[src/tdm_mul_settings.svh]
// width, fraction and lane count macros for the TDM multiplier
`ifndef TDM_MUL_SETTINGS_SVH
`define TDM_MUL_SETTINGS_SVH

// operand and product width W
`define TDM_WIDTH 16

// fraction bits of the fixed-point format
`define TDM_FRAC_BITS 8

// lanes sharing the multiplier
`define TDM_NUM_LANES 4

// lane index width covering TDM_NUM_LANES
`define TDM_LANE_BITS 2

`endif

[src/tdm_mul_pkg.sv]
// data types, enums and packed structs for the TDM multiplier
`include "tdm_mul_settings.svh"

package tdm_mul_pkg;

    typedef logic [`TDM_WIDTH-1:0] data_t;
    typedef logic [2*`TDM_WIDTH-1:0] wide_t;
    typedef logic [`TDM_LANE_BITS-1:0] lane_idx_t;

    typedef enum logic {
        MODE_UNSIGNED = 1'b0,
        MODE_SIGNED   = 1'b1
    } mul_mode_e;

    typedef enum logic [1:0] {
        SEQ_IDLE  = 2'd0,
        SEQ_ISSUE = 2'd1,
        SEQ_WAIT  = 2'd2
    } seq_state_e;

    // one lane's input pair
    typedef struct packed {
        data_t mcand;
        data_t mplier;
    } lane_operand_t;

    // decoded magnitudes heading into the multiplier
    typedef struct packed {
        data_t     mcand_mag;
        data_t     mplier_mag;
        logic      negate;
        mul_mode_e mode;
        lane_idx_t lane;
    } dec_op_t;

    // full product magnitude plus what writeback needs
    typedef struct packed {
        wide_t     mag;
        logic      negate;
        mul_mode_e mode;
        lane_idx_t lane;
    } exe_res_t;

endpackage

[src/lane_sequencer.sv]
// sweep FSM that issues lanes in order and pulses sweep_done
`include "tdm_mul_settings.svh"

module lane_sequencer (
    input  logic                  ctl_clk,
    input  logic                  ctl_rst,
    input  logic                  start,
    input  tdm_mul_pkg::mul_mode_e mode,
    input  logic                  wb_valid,
    output logic                  issue,
    output tdm_mul_pkg::lane_idx_t issue_lane,
    output tdm_mul_pkg::mul_mode_e sweep_mode,
    output logic                  sweep_done
);
    import tdm_mul_pkg::*;

    localparam lane_idx_t LAST_LANE = lane_idx_t'(`TDM_NUM_LANES - 1);

    seq_state_e state;

    // one issue pulse per visit to SEQ_ISSUE
    assign issue = (state == SEQ_ISSUE);

    always_ff @(posedge ctl_clk) begin
        if (!ctl_rst) begin
            state      <= SEQ_IDLE;
            issue_lane <= '0;
            sweep_mode <= MODE_UNSIGNED;
            sweep_done <= 1'b0;
        end else begin
            sweep_done <= 1'b0;
            case (state)
                SEQ_IDLE: begin
                    // start only counts here and the mode holds for the whole sweep
                    if (start) begin
                        state      <= SEQ_ISSUE;
                        issue_lane <= '0;
                        sweep_mode <= mode;
                    end
                end
                SEQ_ISSUE: begin
                    state <= SEQ_WAIT;
                end
                SEQ_WAIT: begin
                    if (wb_valid) begin
                        if (issue_lane == LAST_LANE) begin
                            state      <= SEQ_IDLE;
                            sweep_done <= 1'b1;
                        end else begin
                            issue_lane <= issue_lane + 1'b1;
                            state      <= SEQ_ISSUE;
                        end
                    end
                end
                default: begin
                    state <= SEQ_IDLE;
                end
            endcase
        end
    end

endmodule

[src/operand_decode.sv]
// lane operand select, sign strip and decode register
`include "tdm_mul_settings.svh"

module operand_decode (
    input  logic                                          ctl_clk,
    input  logic                                          ctl_rst,
    input  tdm_mul_pkg::lane_operand_t [`TDM_NUM_LANES-1:0] operands,
    input  logic                                          issue,
    input  tdm_mul_pkg::lane_idx_t                        issue_lane,
    input  tdm_mul_pkg::mul_mode_e                        sweep_mode,
    output logic                                          dec_valid,
    output tdm_mul_pkg::dec_op_t                          dec_op
);
    import tdm_mul_pkg::*;

    lane_operand_t pair;
    logic          is_signed;
    logic          a_neg;
    logic          b_neg;
    data_t         a_mag;
    data_t         b_mag;

    assign pair      = operands[issue_lane];
    assign is_signed = (sweep_mode == MODE_SIGNED);

    // sign bits only matter in signed mode
    assign a_neg = is_signed & pair.mcand[`TDM_WIDTH-1];
    assign b_neg = is_signed & pair.mplier[`TDM_WIDTH-1];

    // most negative value maps to 2^(W-1) which still fits unsigned
    assign a_mag = a_neg ? -pair.mcand : pair.mcand;
    assign b_mag = b_neg ? -pair.mplier : pair.mplier;

    always_ff @(posedge ctl_clk) begin
        if (!ctl_rst) begin
            dec_valid <= 1'b0;
        end else begin
            dec_valid <= issue;
        end
    end

    always_ff @(posedge ctl_clk) begin
        if (issue) begin
            dec_op.mcand_mag  <= a_mag;
            dec_op.mplier_mag <= b_mag;
            dec_op.negate     <= a_neg ^ b_neg;
            dec_op.mode       <= sweep_mode;
            dec_op.lane       <= issue_lane;
        end
    end

endmodule

[src/shift_add_mul.sv]
// multi-cycle shift-and-add magnitude multiplier
`include "tdm_mul_settings.svh"

module shift_add_mul (
    input  logic                  ctl_clk,
    input  logic                  ctl_rst,
    input  logic                  dec_valid,
    input  tdm_mul_pkg::dec_op_t  dec_op,
    output logic                  exe_valid,
    output tdm_mul_pkg::exe_res_t exe_res
);
    import tdm_mul_pkg::*;

    localparam int CNT_BITS = $clog2(`TDM_WIDTH);

    logic                busy;
    logic [CNT_BITS-1:0] bit_cnt;
    wide_t               acc;
    wide_t               mcand_sh;
    data_t               mplier_sh;
    logic                negate_q;
    mul_mode_e           mode_q;
    lane_idx_t           lane_q;

    // bit 0 handled at load and bits 1..W-1 one per cycle
    always_ff @(posedge ctl_clk) begin
        if (!ctl_rst) begin
            busy      <= 1'b0;
            bit_cnt   <= '0;
            exe_valid <= 1'b0;
        end else begin
            exe_valid <= 1'b0;
            if (dec_valid) begin
                busy    <= 1'b1;
                bit_cnt <= CNT_BITS'(1);
            end else if (busy) begin
                bit_cnt <= bit_cnt + 1'b1;
                if (bit_cnt == CNT_BITS'(`TDM_WIDTH - 1)) begin
                    busy      <= 1'b0;
                    exe_valid <= 1'b1;
                end
            end
        end
    end

    // datapath
    always_ff @(posedge ctl_clk) begin
        if (dec_valid) begin
            acc       <= dec_op.mplier_mag[0] ? wide_t'(dec_op.mcand_mag) : '0;
            mcand_sh  <= wide_t'(dec_op.mcand_mag) << 1;
            mplier_sh <= dec_op.mplier_mag >> 1;
            negate_q  <= dec_op.negate;
            mode_q    <= dec_op.mode;
            lane_q    <= dec_op.lane;
        end else if (busy) begin
            acc       <= acc + (mplier_sh[0] ? mcand_sh : '0);
            mcand_sh  <= mcand_sh << 1;
            mplier_sh <= mplier_sh >> 1;
        end
    end

    assign exe_res = '{mag: acc, negate: negate_q, mode: mode_q, lane: lane_q};

endmodule

[src/product_writeback.sv]
// scaling, saturation, re-signing and per-lane result registers
`include "tdm_mul_settings.svh"

module product_writeback (
    input  logic                                  ctl_clk,
    input  logic                                  ctl_rst,
    input  logic                                  exe_valid,
    input  tdm_mul_pkg::exe_res_t                 exe_res,
    output tdm_mul_pkg::data_t [`TDM_NUM_LANES-1:0] products,
    output logic [`TDM_NUM_LANES-1:0]             overflow,
    output logic                                  wb_valid
);
    import tdm_mul_pkg::*;

    localparam data_t SIGNED_MAX   = {1'b0, {(`TDM_WIDTH-1){1'b1}}};
    localparam data_t UNSIGNED_MAX = '1;

    wide_t scaled;
    logic  is_signed;
    logic  ovf;
    data_t clipped;
    data_t result;

    // truncate the fraction bits
    assign scaled    = exe_res.mag >> `TDM_FRAC_BITS;
    assign is_signed = (exe_res.mode == MODE_SIGNED);

    // signed limit 2^(W-1) and unsigned limit 2^W
    always_comb begin
        if (is_signed) begin
            ovf = |scaled[2*`TDM_WIDTH-1:`TDM_WIDTH-1];
        end else begin
            ovf = |scaled[2*`TDM_WIDTH-1:`TDM_WIDTH];
        end
    end

    always_comb begin
        if (!ovf) begin
            clipped = scaled[`TDM_WIDTH-1:0];
        end else if (is_signed) begin
            clipped = SIGNED_MAX;
        end else begin
            clipped = UNSIGNED_MAX;
        end
    end

    // sign goes back on after clipping
    assign result = exe_res.negate ? -clipped : clipped;

    always_ff @(posedge ctl_clk) begin
        if (!ctl_rst) begin
            products <= '0;
            overflow <= '0;
            wb_valid <= 1'b0;
        end else begin
            wb_valid <= exe_valid;
            if (exe_valid) begin
                products[exe_res.lane] <= result;
                overflow[exe_res.lane] <= ovf;
            end
        end
    end

endmodule

[src/tdm_mul.sv]
// top level with sequencer, decode, execute and writeback
`include "tdm_mul_settings.svh"

module tdm_mul (
    input  logic                                          ctl_clk,
    input  logic                                          ctl_rst,
    input  logic                                          start,
    input  tdm_mul_pkg::mul_mode_e                        mode,
    input  tdm_mul_pkg::lane_operand_t [`TDM_NUM_LANES-1:0] operands,
    output tdm_mul_pkg::data_t [`TDM_NUM_LANES-1:0]         products,
    output logic [`TDM_NUM_LANES-1:0]                     overflow,
    output logic                                          sweep_done
);
    import tdm_mul_pkg::*;

    logic      issue;
    lane_idx_t issue_lane;
    mul_mode_e sweep_mode;
    logic      dec_valid;
    dec_op_t   dec_op;
    logic      exe_valid;
    exe_res_t  exe_res;
    logic      wb_valid;

    lane_sequencer seq_inst (
        .ctl_clk    (ctl_clk),
        .ctl_rst    (ctl_rst),
        .start      (start),
        .mode       (mode),
        .wb_valid   (wb_valid),
        .issue      (issue),
        .issue_lane (issue_lane),
        .sweep_mode (sweep_mode),
        .sweep_done (sweep_done)
    );

    operand_decode dec_inst (
        .ctl_clk    (ctl_clk),
        .ctl_rst    (ctl_rst),
        .operands   (operands),
        .issue      (issue),
        .issue_lane (issue_lane),
        .sweep_mode (sweep_mode),
        .dec_valid  (dec_valid),
        .dec_op     (dec_op)
    );

    shift_add_mul mul_inst (
        .ctl_clk   (ctl_clk),
        .ctl_rst   (ctl_rst),
        .dec_valid (dec_valid),
        .dec_op    (dec_op),
        .exe_valid (exe_valid),
        .exe_res   (exe_res)
    );

    product_writeback wb_inst (
        .ctl_clk   (ctl_clk),
        .ctl_rst   (ctl_rst),
        .exe_valid (exe_valid),
        .exe_res   (exe_res),
        .products  (products),
        .overflow  (overflow),
        .wb_valid  (wb_valid)
    );

endmodule

[config.mk]
export PLATFORM = sky130hd
export DESIGN_NAME = tdm_mul
export DESIGN_NICKNAME = d
export VERILOG_FILES = /design/src/tdm_mul_pkg.sv /design/src/lane_sequencer.sv /design/src/operand_decode.sv /design/src/shift_add_mul.sv /design/src/product_writeback.sv /design/src/tdm_mul.sv
export VERILOG_INCLUDE_DIRS = /design/src /design/src/src
export SDC_FILE = /design/constraint.sdc
export NUM_CORES = 1
export LEC_CHECK = 0
export BUFFER_PORTS_ARGS = -buffer_cell sky130_fd_sc_hd__buf_2
export CAP_MARGIN = 10
export CORE_MARGIN = 5
export CORE_UTILIZATION = 40
export CTS_BUF_LIST = sky130_fd_sc_hd__clkbuf_4 sky130_fd_sc_hd__clkbuf_8
export CTS_CLUSTER_DIAMETER = 40
export DETAILED_ROUTE_END_ITERATION = 16
export PLACE_DENSITY = 0.65
export SYNTH_ARGS = -nofsm -noshare
export SYNTH_HDL_FRONTEND = slang
export SYNTH_SLANG_ARGS = --single-unit
[constraint.sdc]
create_clock -name ctl_clk -period 3.39 [get_ports ctl_clk]
set_input_delay 0.339 -clock ctl_clk [delete_from_list [all_inputs] [get_ports ctl_clk]]
set_output_delay 0.339 -clock ctl_clk [all_outputs]
set_load 0.05 [all_outputs]
==> flow_metrics.tcl, run 1 <==
set metrics [dict create \
    synth_cell_type_count 70 \
    die_w_um 174 \
    timing.fmax_ghz 0.303 \
    drv_cap 0 \
    cts_tree "yes" \
    setup_ws_ps 85.6 \
    syn_to_final_growth_pct 18.1 \
    drive_gt1_share_pct 28.8 \
    routed_wl_um 26000 \
    critical_path.max_stage_delay_ps 470 \
    grt_overflow_total 0 \
    seq_area_frac_synth_pct 46.6 \
    ys_ff_latch 199 \
    die_area_um2 30200 \
    start_kind "flip-flop" \
    status "completed" \
    drt-pass1-iter-count 5 \
    grt_pass1_vias 8214 \
    relSlewSlack_pct 28.2 \
    drc 0 \
    via_count 8430 \
    n_antenna_cell 0 \
    setup.worst_path.end_class "flip-flop" \
    final_cells 1564 \
    crit_buf_inv 1 \
    p_per_area_nw_per_um2 399 \
    synthArstFlopShare_pct 0 \
    ir_drop_uv 291 \
    antenna_found_initial 0 \
    drt_iter0_drc 539 \
    cts-root-buf "clkbuf_8" \
    rows 60 \
    io_buffer_count 200 \
    grt_util_all_layers_pct 17.0 \
    path_cells "nor4_4 -> nand3_2 -> nor2_1 -> ha_1 -> or3b_4 -> or4_4 -> o41ai_4 -> nor3_1 -> a211oi_2 -> buf_4 -> a21oi_1" \
    dp_cells 1528 \
    drtAntennaViolNets 0 \
    grt_max_degree 55 \
    finalPower_mw 5.07 \
    synth_edf_count 102 \
    netlist_instances 1018 \
    stdcell_area_um2 12700 \
    hold_violations 0 \
    ios 201 \
    syn_area_um2 10700 \
    die_h_um 174 \
    path_clk_slew_ps 120 \
    fin_crit_sh_pct 97.5 \
    leakage_nw 4.99 \
    vias_per_cell 5.39 \
    tightest_slew_ps 1070 \
    maxSlewViolCount 0 \
    setup-violations-final 0 \
    clockBufferDepth 2 \
    final.min_clock_period_ps 3300 \
    fin_tns_setup_ps 0 \
    arrival_ps 3630 \
    yosys_warnings 0 \
    grt_pass1_wl_um 42100 \
    syn_avg_cell_area_um2 10.6 \
    cts_hold_buf 0 \
    hold_path_class "in -> reg" \
    clkSinkCount 199 \
    path_max_fanout 5 \
    core_um2 26700 \
    critical_path_required_ps 3720 \
    hold_slack_ps 109 \
    place_congestion 0.895 \
    synth_ff_type "edfxtp_1" \
    critical_path_class "reg -> reg" \
    num-fill-cells 2552 \
    h-tree-depth 4 \
    crit_family "simple AND/OR/NAND/NOR gates" \
    final_core_util_pct 47.5 \
    syn_nets 1186 \
    critPathSlowestCell "edfxtp_1" \
    clock_latency_ps 490 \
    finClkSkew_ps 20.7 \
    cts_buffers 17 \
    wire_per_inst_um 16.6 \
    start_util_pct 40.2 \
    hpwlAfterDp_um 19800 \
    final_net_count 1378 \
    placed_area_um2 12100 \
    dp_slack_ps -5.94 \
]
==> power by group <==
group / internal (mW) / switching (mW) / total [mW]
clock network: 0.651 / 1.00 / 1.65
logic: 0.307 / 0.363 / 0.670
registers: 2.66 / 0.0875 / 2.75
total: 3.62 / 1.45 / 5.07
==> registers in the layout (all words and copies together), names as in the netlist, 2 cells and up <==
signal and flops:
mul_inst.acc 31, mul_inst.lane_q 2, mul_inst.mplier_sh 15, wb_inst.overflow 4, seq_inst.state 2, dec_inst.dec_op 36, mul_inst.bit_cnt 4, seq_inst.issue_lane 2
mul_inst.mcand_sh 31, wb_inst.products 64
==> layer usage <==
layer / up-vias / GRT usage [%] / wire length, um
li1: 4162 / - / -
met1: 3966 / 22.5 / 11900
met2: 278 / 28.4 / 12200
met3: 24 / 3.78 / 1490
met4: 0 / 4.29 / 419
met5: - / 0 / 0
==> final cells by class <==
| type | count | area [um^2] | share of cell area (%) |
|---|---|---|---|
| inverter | 17 | 63.8 | 0.503 |
| multi-input combinational | 749 | 5540 | 43.6 |
| clock inverter | 15 | 214 | 1.69 |
| tap | 341 | 427 | 3.36 |
| timing repair buffer | 226 | 1210 | 9.52 |
| clock buffer | 17 | 234 | 1.84 |
| sequential | 199 | 5010 | 39.5 |
==> kinds of logic after synthesis <==
group	Yosys count	share of synthesized area, %
DFF	199	46.6
xor gates and xnor gates	55	4.48
buffers and inverters	70	2.91
muxes	97	13.2
AOI/OAI and AO/OA	238	14.0
adders and majority gates	36	4.26
and+or+nand+nor	323	14.6
==> what timing repair did <==
item | in CTS | in global routing
gates resized for setup | 1 | 11
endpoints found under the setup margin | 6 | 15
pin swaps | 0 | 4
setup buffers | 0 | 4
==> final timing paths <==
path	start	slack (ps)	to	cells after the start
max reg2reg	mul_inst.acc[29]	90	wb_inst.products[30]	11
max	mul_inst.acc[29]	90	wb_inst.products[30]	11
min reg2reg	dec_inst.dec_op[2]	440	mul_inst.mode_q	0
min	mode	110	seq_inst.sweep_mode	3
==> tightest hold or removal path: stages <==
cell and delay (ps):
buf_2 110, nand3_1 60, a21oi_1 50
==> cell usage after synthesis (all sizes together), types with 2 or more instances <==
cell type    n  area share, %
a21o        16            1.1
o211ai       3           0.21
or4          3           0.21
nand2b       9           0.52
a211oi      42            3.0
nor2       127            4.5
a21oi       72            3.4
mux2        34            3.6
and3         6           0.35
a21boi       4           0.28
a31oi        5           0.29
o41ai        3           0.38
o41a         2           0.21
a311oi       3           0.24
o21a         7           0.49
nor3        25            1.2
mux4        32            6.7
or2          5           0.29
and2b        2           0.15
a221oi       3           0.24
o21bai       4           0.28
a2111oi      2           0.17
nor4         8           0.52
buf         19            1.1
xor2        30            2.4
nor3b        5           0.35
o31ai        6           0.42
or3          2           0.12
inv         17           0.59
nor4b        2           0.16
edfxtp     102             28
and2        39            2.3
dfxtp       97             18
ha          35            4.1
o21ai       60            2.8
nand2       45            1.6
mux2i       31            2.9
nand4        4           0.23
nor2b        8           0.47
clkbuf      34            1.2
nand3       28            1.3
or3b         3           0.24
xnor2       25            2.0
==> cell usage in the layout (no fill, tap or decap), types with 3 or more instances in the layout <==
cell / Yosys / final
and2_1: 38 / 38
nor3b_1: 5 / 4
a21oi_1: 72 / 72
o21bai_1: 4 / 4
a31oi_1: 5 / 5
and3_1: 6 / 6
nor3_1: 24 / 23
o31ai_1: 6 / 6
clkinv_8: 0 / 6
a21o_1: 16 / 16
inv_1: 14 / 14
nand2b_1: 9 / 9
inv_2: 3 / 3
mux4_2: 31 / 31
dfxtp_1: 97 / 95
a211oi_1: 41 / 40
buf_2: 3 / 200
nor2b_1: 8 / 7
nand4_1: 4 / 4
edfxtp_1: 102 / 102
inv_6: 0 / 3
o21ai_0: 58 / 58
nor4_1: 7 / 5
nand2_1: 45 / 45
mux2i_1: 31 / 31
xnor2_1: 25 / 25
buf_4: 2 / 25
o21a_1: 7 / 7
ha_1: 35 / 35
nor2_1: 126 / 124
xor2_1: 30 / 30
nand3_1: 28 / 27
clkbuf_8: 0 / 17
a311oi_1: 3 / 3
mux2_2: 34 / 34
o211ai_1: 3 / 3
(Power assumes the default switching activity.)
==> run 2: changes to the inputs <==
--- a/config.mk
+++ b/config.mk
@@ -9,11 +9,12 @@
 export BUFFER_PORTS_ARGS = -buffer_cell sky130_fd_sc_hd__buf_2
 export CAP_MARGIN = 10
 export CORE_MARGIN = 5
-export CORE_UTILIZATION = 40
+export CORE_UTILIZATION = 50
 export CTS_BUF_LIST = sky130_fd_sc_hd__clkbuf_4 sky130_fd_sc_hd__clkbuf_8
 export CTS_CLUSTER_DIAMETER = 40
 export DETAILED_ROUTE_END_ITERATION = 16
-export PLACE_DENSITY = 0.65
+export PLACE_DENSITY = 0.78
 export SYNTH_ARGS = -nofsm -noshare
 export SYNTH_HDL_FRONTEND = slang
 export SYNTH_SLANG_ARGS = --single-unit
+export TNS_END_PERCENT = 1
==> constraint.sdc (replaced) <==
create_clock -name ctl_clk -period 2.9 [get_ports ctl_clk]
set_input_delay 0.29 -clock ctl_clk [delete_from_list [all_inputs] [get_ports ctl_clk]]
set_output_delay 0.29 -clock ctl_clk [all_outputs]
set_load 0.05 [all_outputs]
==> flow_metrics.tcl, run 2 (synthesis gave the netlist of run 1 again) <==
set metrics [dict create \
    status "finished with violations" \
    violations "negative setup slack" \
    worst_path_most_repeated_cell "a211oi_2" \
    core_um2 21100 \
    start_kind "flip-flop" \
    critical_path_required_ps 3300 \
    h-tree-depth 4 \
    drive_gt1_share_pct 36.6 \
    dp_cells 1561 \
    die_area_um2 24500 \
    worstReg2RegStart "mul_inst.acc[31]" \
    vias_per_cell 5.65 \
    met1_usage_pct 27.8 \
    final_cell_mix "buf_2, nor2_1, buf_4" \
    final_net_count 1476 \
    cts_hold_buf 0 \
    drc 0 \
    routed_wl_um 27500 \
    hold_path_class "in -> reg" \
    setup_ws_ps -324 \
    pwr-share-clk_pct 29.6 \
    hpwlAfterDp_um 21000 \
    finalPower_mw 5.94 \
    grt_pass1_wl_um 44200 \
    endpoint "wb_inst.products[12]" \
    grt_max_degree 55 \
    arrival_ps 3620 \
    drt_iter0_drc 509 \
    hold_violations 0 \
    p_sw_share_pct 28.0 \
    p_per_area_nw_per_um2 439 \
    final.min_clock_period_ps 3220 \
    n_antenna_cell 0 \
    critical_path_class "reg -> reg" \
    top_usage_layer "met2" \
    cts_tree "yes" \
    fin_crit_sh_pct 111 \
    via_count 9017 \
    drtAntennaViolNets 0 \
    io_buffer_count 200 \
    switchingPower_mw 1.67 \
    mostFrequentLayoutCell "buf_2" \
    placed_area_um2 12900 \
    tightest_slew_ps 972 \
    syn_to_final_growth_pct 25.9 \
    wire_per_inst_um 17.2 \
    seqPwrFrac_pct 53.9 \
    maxSlewViolCount 0 \
    relSlewSlack_pct 35.1 \
    grt_pass1_vias 9112 \
    rows 53 \
    ir_drop_uv 237 \
    ios 201 \
    antenna_found_initial 0 \
    hold_depth 3 \
    finClkSkew_ps 24.5 \
    p_comb_share_pct 16.5 \
    grt_overflow_total 0 \
    clockBufferDepth 2 \
    num-fill-cells 1694 \
    setup-violations-final 21 \
    cts_buffers 17 \
    die_w_um 157 \
    worstSetupStartpoint "mul_inst.acc[31]" \
    largest_reg_flops 64 \
    critical_path.max_stage_delay_ps 460 \
    drv_cap 0 \
    cts-root-buf "clkbuf_8" \
    use_met3_pct 4.62 \
    ff2ff_path_depth 11 \
    critPathSlowestCell "edfxtp_1" \
    setup.worst_path.end_class "flip-flop" \
    timing.fmax_ghz 0.310 \
    path_clk_slew_ps 110 \
    leakage_nw 5.46 \
    p_int_mw 4.28 \
    place_congestion 0.940 \
    rsz0062_at_grt "true" \
    r2r_slack_ps -320 \
    path_max_fanout 4 \
    final_cells 1596 \
    clkSinkCount 199 \
    grt_use_met2_pct 38.2 \
    drt-pass1-iter-count 5 \
    stdcell_area_um2 13500 \
    path_cells "nor4_4 -> nand3_4 -> nor2_4 -> ha_1 -> or3b_4 -> or4_4 -> or2_4 -> o41ai_4 -> a211oi_2 -> buf_4 -> a211oi_2" \
    worstReg2RegEnd "wb_inst.products[12]" \
    start_util_pct 51.0 \
    die_h_um 157 \
    top_regs "wb_inst.products: 64 flops, dec_inst.dec_op: 36 flops" \
    regMostFlops "wb_inst.products" \
    clock_latency_ps 490 \
    grt_util_all_layers_pct 22.4 \
]
## run 2: changes by cell type in the layout (fill, tap and decap cells not counted), moves of 4 or more
cell / change
ha_1: -7
clkinv_8: -4
ha_4: +6
a21oi_2: +4
buf_4: +95
a21oi_1: -4
## run 2: area by class of cell
class	instances	area [um^2]	share of cell area, %
clock inverter	15	153	1.13
tap	275	344	2.54
sequential	199	5010	37.1
timing repair buffer	324	1970	14.6
clock buffer	17	234	1.73
inverter	17	63.8	0.472
multi-input combinational	749	5750	42.5
## run 2: critical path: cells and delay by family (launching register included)
kind                     cells  cell delay [ps]
flip-flops                   1              460
AND/OR/NAND/NOR              6             1780
AO/OA/AOI/OAI                3              550
buffers and inverters        1              190
adder cells (fa/ha/maj)      1              170
## run 2: worst min path at each step
stage                            start                  end  slack [ps]
floorplan           dec_inst.dec_op[0]   mul_inst.lane_q[0]         400
global placement    dec_inst.dec_op[2]      mul_inst.mode_q         400
detailed placement  dec_inst.dec_op[0]   mul_inst.lane_q[0]         400
CTS                               mode  seq_inst.sweep_mode          70
global route                      mode  seq_inst.sweep_mode          90
finish                            mode  seq_inst.sweep_mode          90
## run 2: repair_timing
item                                    in CTS  in global routing
gates resized for setup                     19                 25
buffers inserted                             0                  3
pin swaps                                    2                  9
endpoints found under the setup margin      27                 31
## run 2: routing by layer
metal	vias up	wire length, um
met5	-	0
met4	0	707
met3	51	1740
met2	333	13300
met1	4275	11700
li1	4358	-
## run 2: per-stage QoR
step,util [%],hold WS (ps),setup TNS (ps),setup slack [ps]
after detailed placement,61.0,405,-4200,-318
after floorplan,-,400,-3240,-263
after CTS,63.3,71.3,-3880,-314
after global placement,61.0,401,-2780,-226
final,64.1,91.8,-3450,-324
after global routing,64.1,88.9,-7750,-462
## run 2: power by group through the flow
stage | combinational [mW] | sequential [mW] | clock [mW]
after floorplan | 0.556 | 3.22 | 0
final | 0.979 | 3.20 | 1.76
after CTS | 0.953 | 3.20 | 1.80
after global routing | 1.08 | 3.21 | 1.92
after detailed placement | 0.932 | 3.26 | 0
after global placement | 0.902 | 3.26 | 0
==> run 3: changes to the inputs <==
--- a/config.mk
+++ b/config.mk
@@ -9,11 +9,11 @@
 export BUFFER_PORTS_ARGS = -buffer_cell sky130_fd_sc_hd__buf_2
 export CAP_MARGIN = 10
 export CORE_MARGIN = 5
-export CORE_UTILIZATION = 50
+export CORE_UTILIZATION = 52
 export CTS_BUF_LIST = sky130_fd_sc_hd__clkbuf_4 sky130_fd_sc_hd__clkbuf_8
 export CTS_CLUSTER_DIAMETER = 40
 export DETAILED_ROUTE_END_ITERATION = 16
-export PLACE_DENSITY = 0.78
+export PLACE_DENSITY = 0.8
 export SYNTH_ARGS = -nofsm -noshare
 export SYNTH_HDL_FRONTEND = slang
 export SYNTH_SLANG_ARGS = --single-unit
==> flow_metrics.tcl, run 3 (synthesis gave the netlist of run 1 again) <==
set metrics [dict create \
    final_net_count 1450 \
    r2r_slack_ps -240 \
    drt_iter0_drc 636 \
    timing.fmax_ghz 0.318 \
    grt_max_degree 55 \
    relSlewSlack_pct 38.5 \
    status "finished with violations" \
    final_cells 1565 \
    crit_family "simple AND/OR/NAND/NOR gates" \
    clock_latency_ps 480 \
    finClkSkew_ps 16.6 \
    vias_per_cell 5.71 \
    critical_path_required_ps 3300 \
    hold_violations 0 \
    h-tree-depth 4 \
    ff2ff_path_depth 10 \
    setup_ws_ps -242 \
    path_max_fanout 4 \
    hpwlAfterDp_um 20500 \
    worstSetupStartpoint "mul_inst.acc[28]" \
    antenna_found_initial 0 \
    critPathSlowestCell "edfxtp_1" \
    top_regs "wb_inst.products: 64 flops, dec_inst.dec_op: 36 flops" \
    regMostFlops "wb_inst.products" \
    leakage_nw 5.33 \
    grt_util_all_layers_pct 22.3 \
    wire_per_inst_um 17.3 \
    die_w_um 154 \
    cts_hold_buf 0 \
    drc 0 \
    die_area_um2 23600 \
    clkSinkCount 199 \
    rsz0062_at_grt "true" \
    grt_pass1_wl_um 43400 \
    stdcell_area_um2 13300 \
    place_congestion 0.962 \
    tightest_slew_ps 921 \
    p_per_area_nw_per_um2 453 \
    setup-violations-final 20 \
    path_clk_slew_ps 120 \
    n_antenna_cell 0 \
    path_cells "nor4_4 -> nand3_4 -> nor2_4 -> ha_4 -> or3b_4 -> or4_4 -> or2_4 -> o41ai_2 -> a211oi_2 -> a211oi_1" \
    hold_slack_ps 84.7 \
    cts_buffers 17 \
    placed_area_um2 12700 \
    setup.worst_path.end_class "flip-flop" \
    fin_crit_sh_pct 108 \
    endpoint "wb_inst.products[28]" \
    syn_to_final_growth_pct 23.4 \
    drv_cap 0 \
    mostFrequentLayoutCell "buf_2" \
    rows 52 \
    largest_reg_flops 64 \
    cts_tree "yes" \
    hold_path_class "in -> reg" \
    ir_drop_uv 359 \
    finalPower_mw 6.01 \
    grt_pass1_vias 8838 \
    drt-pass1-iter-count 5 \
    start_util_pct 52.9 \
    io_buffer_count 200 \
    die_h_um 154 \
    worst-path-stages 10 \
    final.min_clock_period_ps 3140 \
    violations "negative setup slack" \
    start_kind "flip-flop" \
    worstReg2RegStart "mul_inst.acc[28]" \
    final_cell_mix "buf_2, nor2_1, edfxtp_1" \
    ios 201 \
    drive_gt1_share_pct 34.2 \
    clockBufferDepth 2 \
    dp_slack_ps -301 \
    dp_cells 1528 \
    worstReg2RegEnd "wb_inst.products[28]" \
    grt_overflow_total 0 \
    maxSlewViolCount 0 \
    arrival_ps 3540 \
    via_count 8939 \
    routed_wl_um 27000 \
    drtAntennaViolNets 0 \
    critical_path.max_stage_delay_ps 450 \
    critical_path_class "reg -> reg" \
    core_um2 20300 \
    num-fill-cells 1565 \
    crit_buf_inv 0 \
    cts-root-buf "clkbuf_8" \
]
## run 3: changes by cell type in the layout (fill, tap and decap cells not counted), sizes merged
| cell | delta |
|---|---|
| clkinvlp | +1 |
| clkinv | -2 |
| clkbuf | +1 |
| inv | +1 |
| buf | -27 |
## run 3: area by class of cell
cell class	instances	area [um^2]	share of cell area, %
Multi-Input combinational cell	749	5630	42.4
Sequential cell	199	5010	37.8
Timing Repair Buffer	298	1790	13.5
Tap cell	270	338	2.55
Clock buffer	17	234	1.76
Clock inverter	15	199	1.50
Inverter	17	63.8	0.481
## run 3: power by group
part | internal, mW | total [mW] | switching [mW]
clock | 0.757 | 1.89 | 1.14
sequential | 3.11 | 3.20 | 0.0905
combinational | 0.450 | 0.919 | 0.469
## run 3: per-stage QoR
stage | setup TNS [ps] | utilization [%]
floorplan | -3240 | -
CTS | -4450 | 65.0
finish | -3220 | 65.3
detailed placement | -4650 | 62.4
global placement | -2350 | 62.4
global route | -6540 | 65.3
## run 3: worst register-to-register path, stage by stage, from the launching register on
cell	delay, ps
edfxtp_1	450
nor4_4	390
nand3_4	190
nor2_4	150
ha_4	140
or3b_4	370
or4_4	440
or2_4	270
o41ai_2	240
a211oi_2	160
a211oi_1	250
## run 3: worst min path at each step
stage	startpoint	slack [ps]	to	cells past startpoint
4_1_cts	mode	70	seq_inst.sweep_mode	3
2_1_floorplan	dec_inst.dec_op[0]	400	mul_inst.lane_q[0]	0
5_1_grt	mode	80	seq_inst.sweep_mode	3
6_report	mode	80	seq_inst.sweep_mode	3
3_5_place_dp	dec_inst.dec_op[3]	400	mul_inst.negate_q	0
3_3_place_gp	dec_inst.dec_op[0]	400	mul_inst.lane_q[0]	0
## run 3: timing repair
action | 4_1_cts | 5_1_grt
endpoints found under the hold margin | 0 | 0
pin swaps | 9 | 6
gates resized for setup | 18 | 12
cloned | 0 | 0
endpoints found under the setup margin | 25 | 33
setup buffers | 2 | 3
## run 3: routing by layer
metal	part of all wire (%)	track usage, %	routed length, um
met3	6.9	4.75	1850
met1	41	28.0	11100
met4	3.1	8.62	849
met5	0	0	0
met2	49	37.9	13200
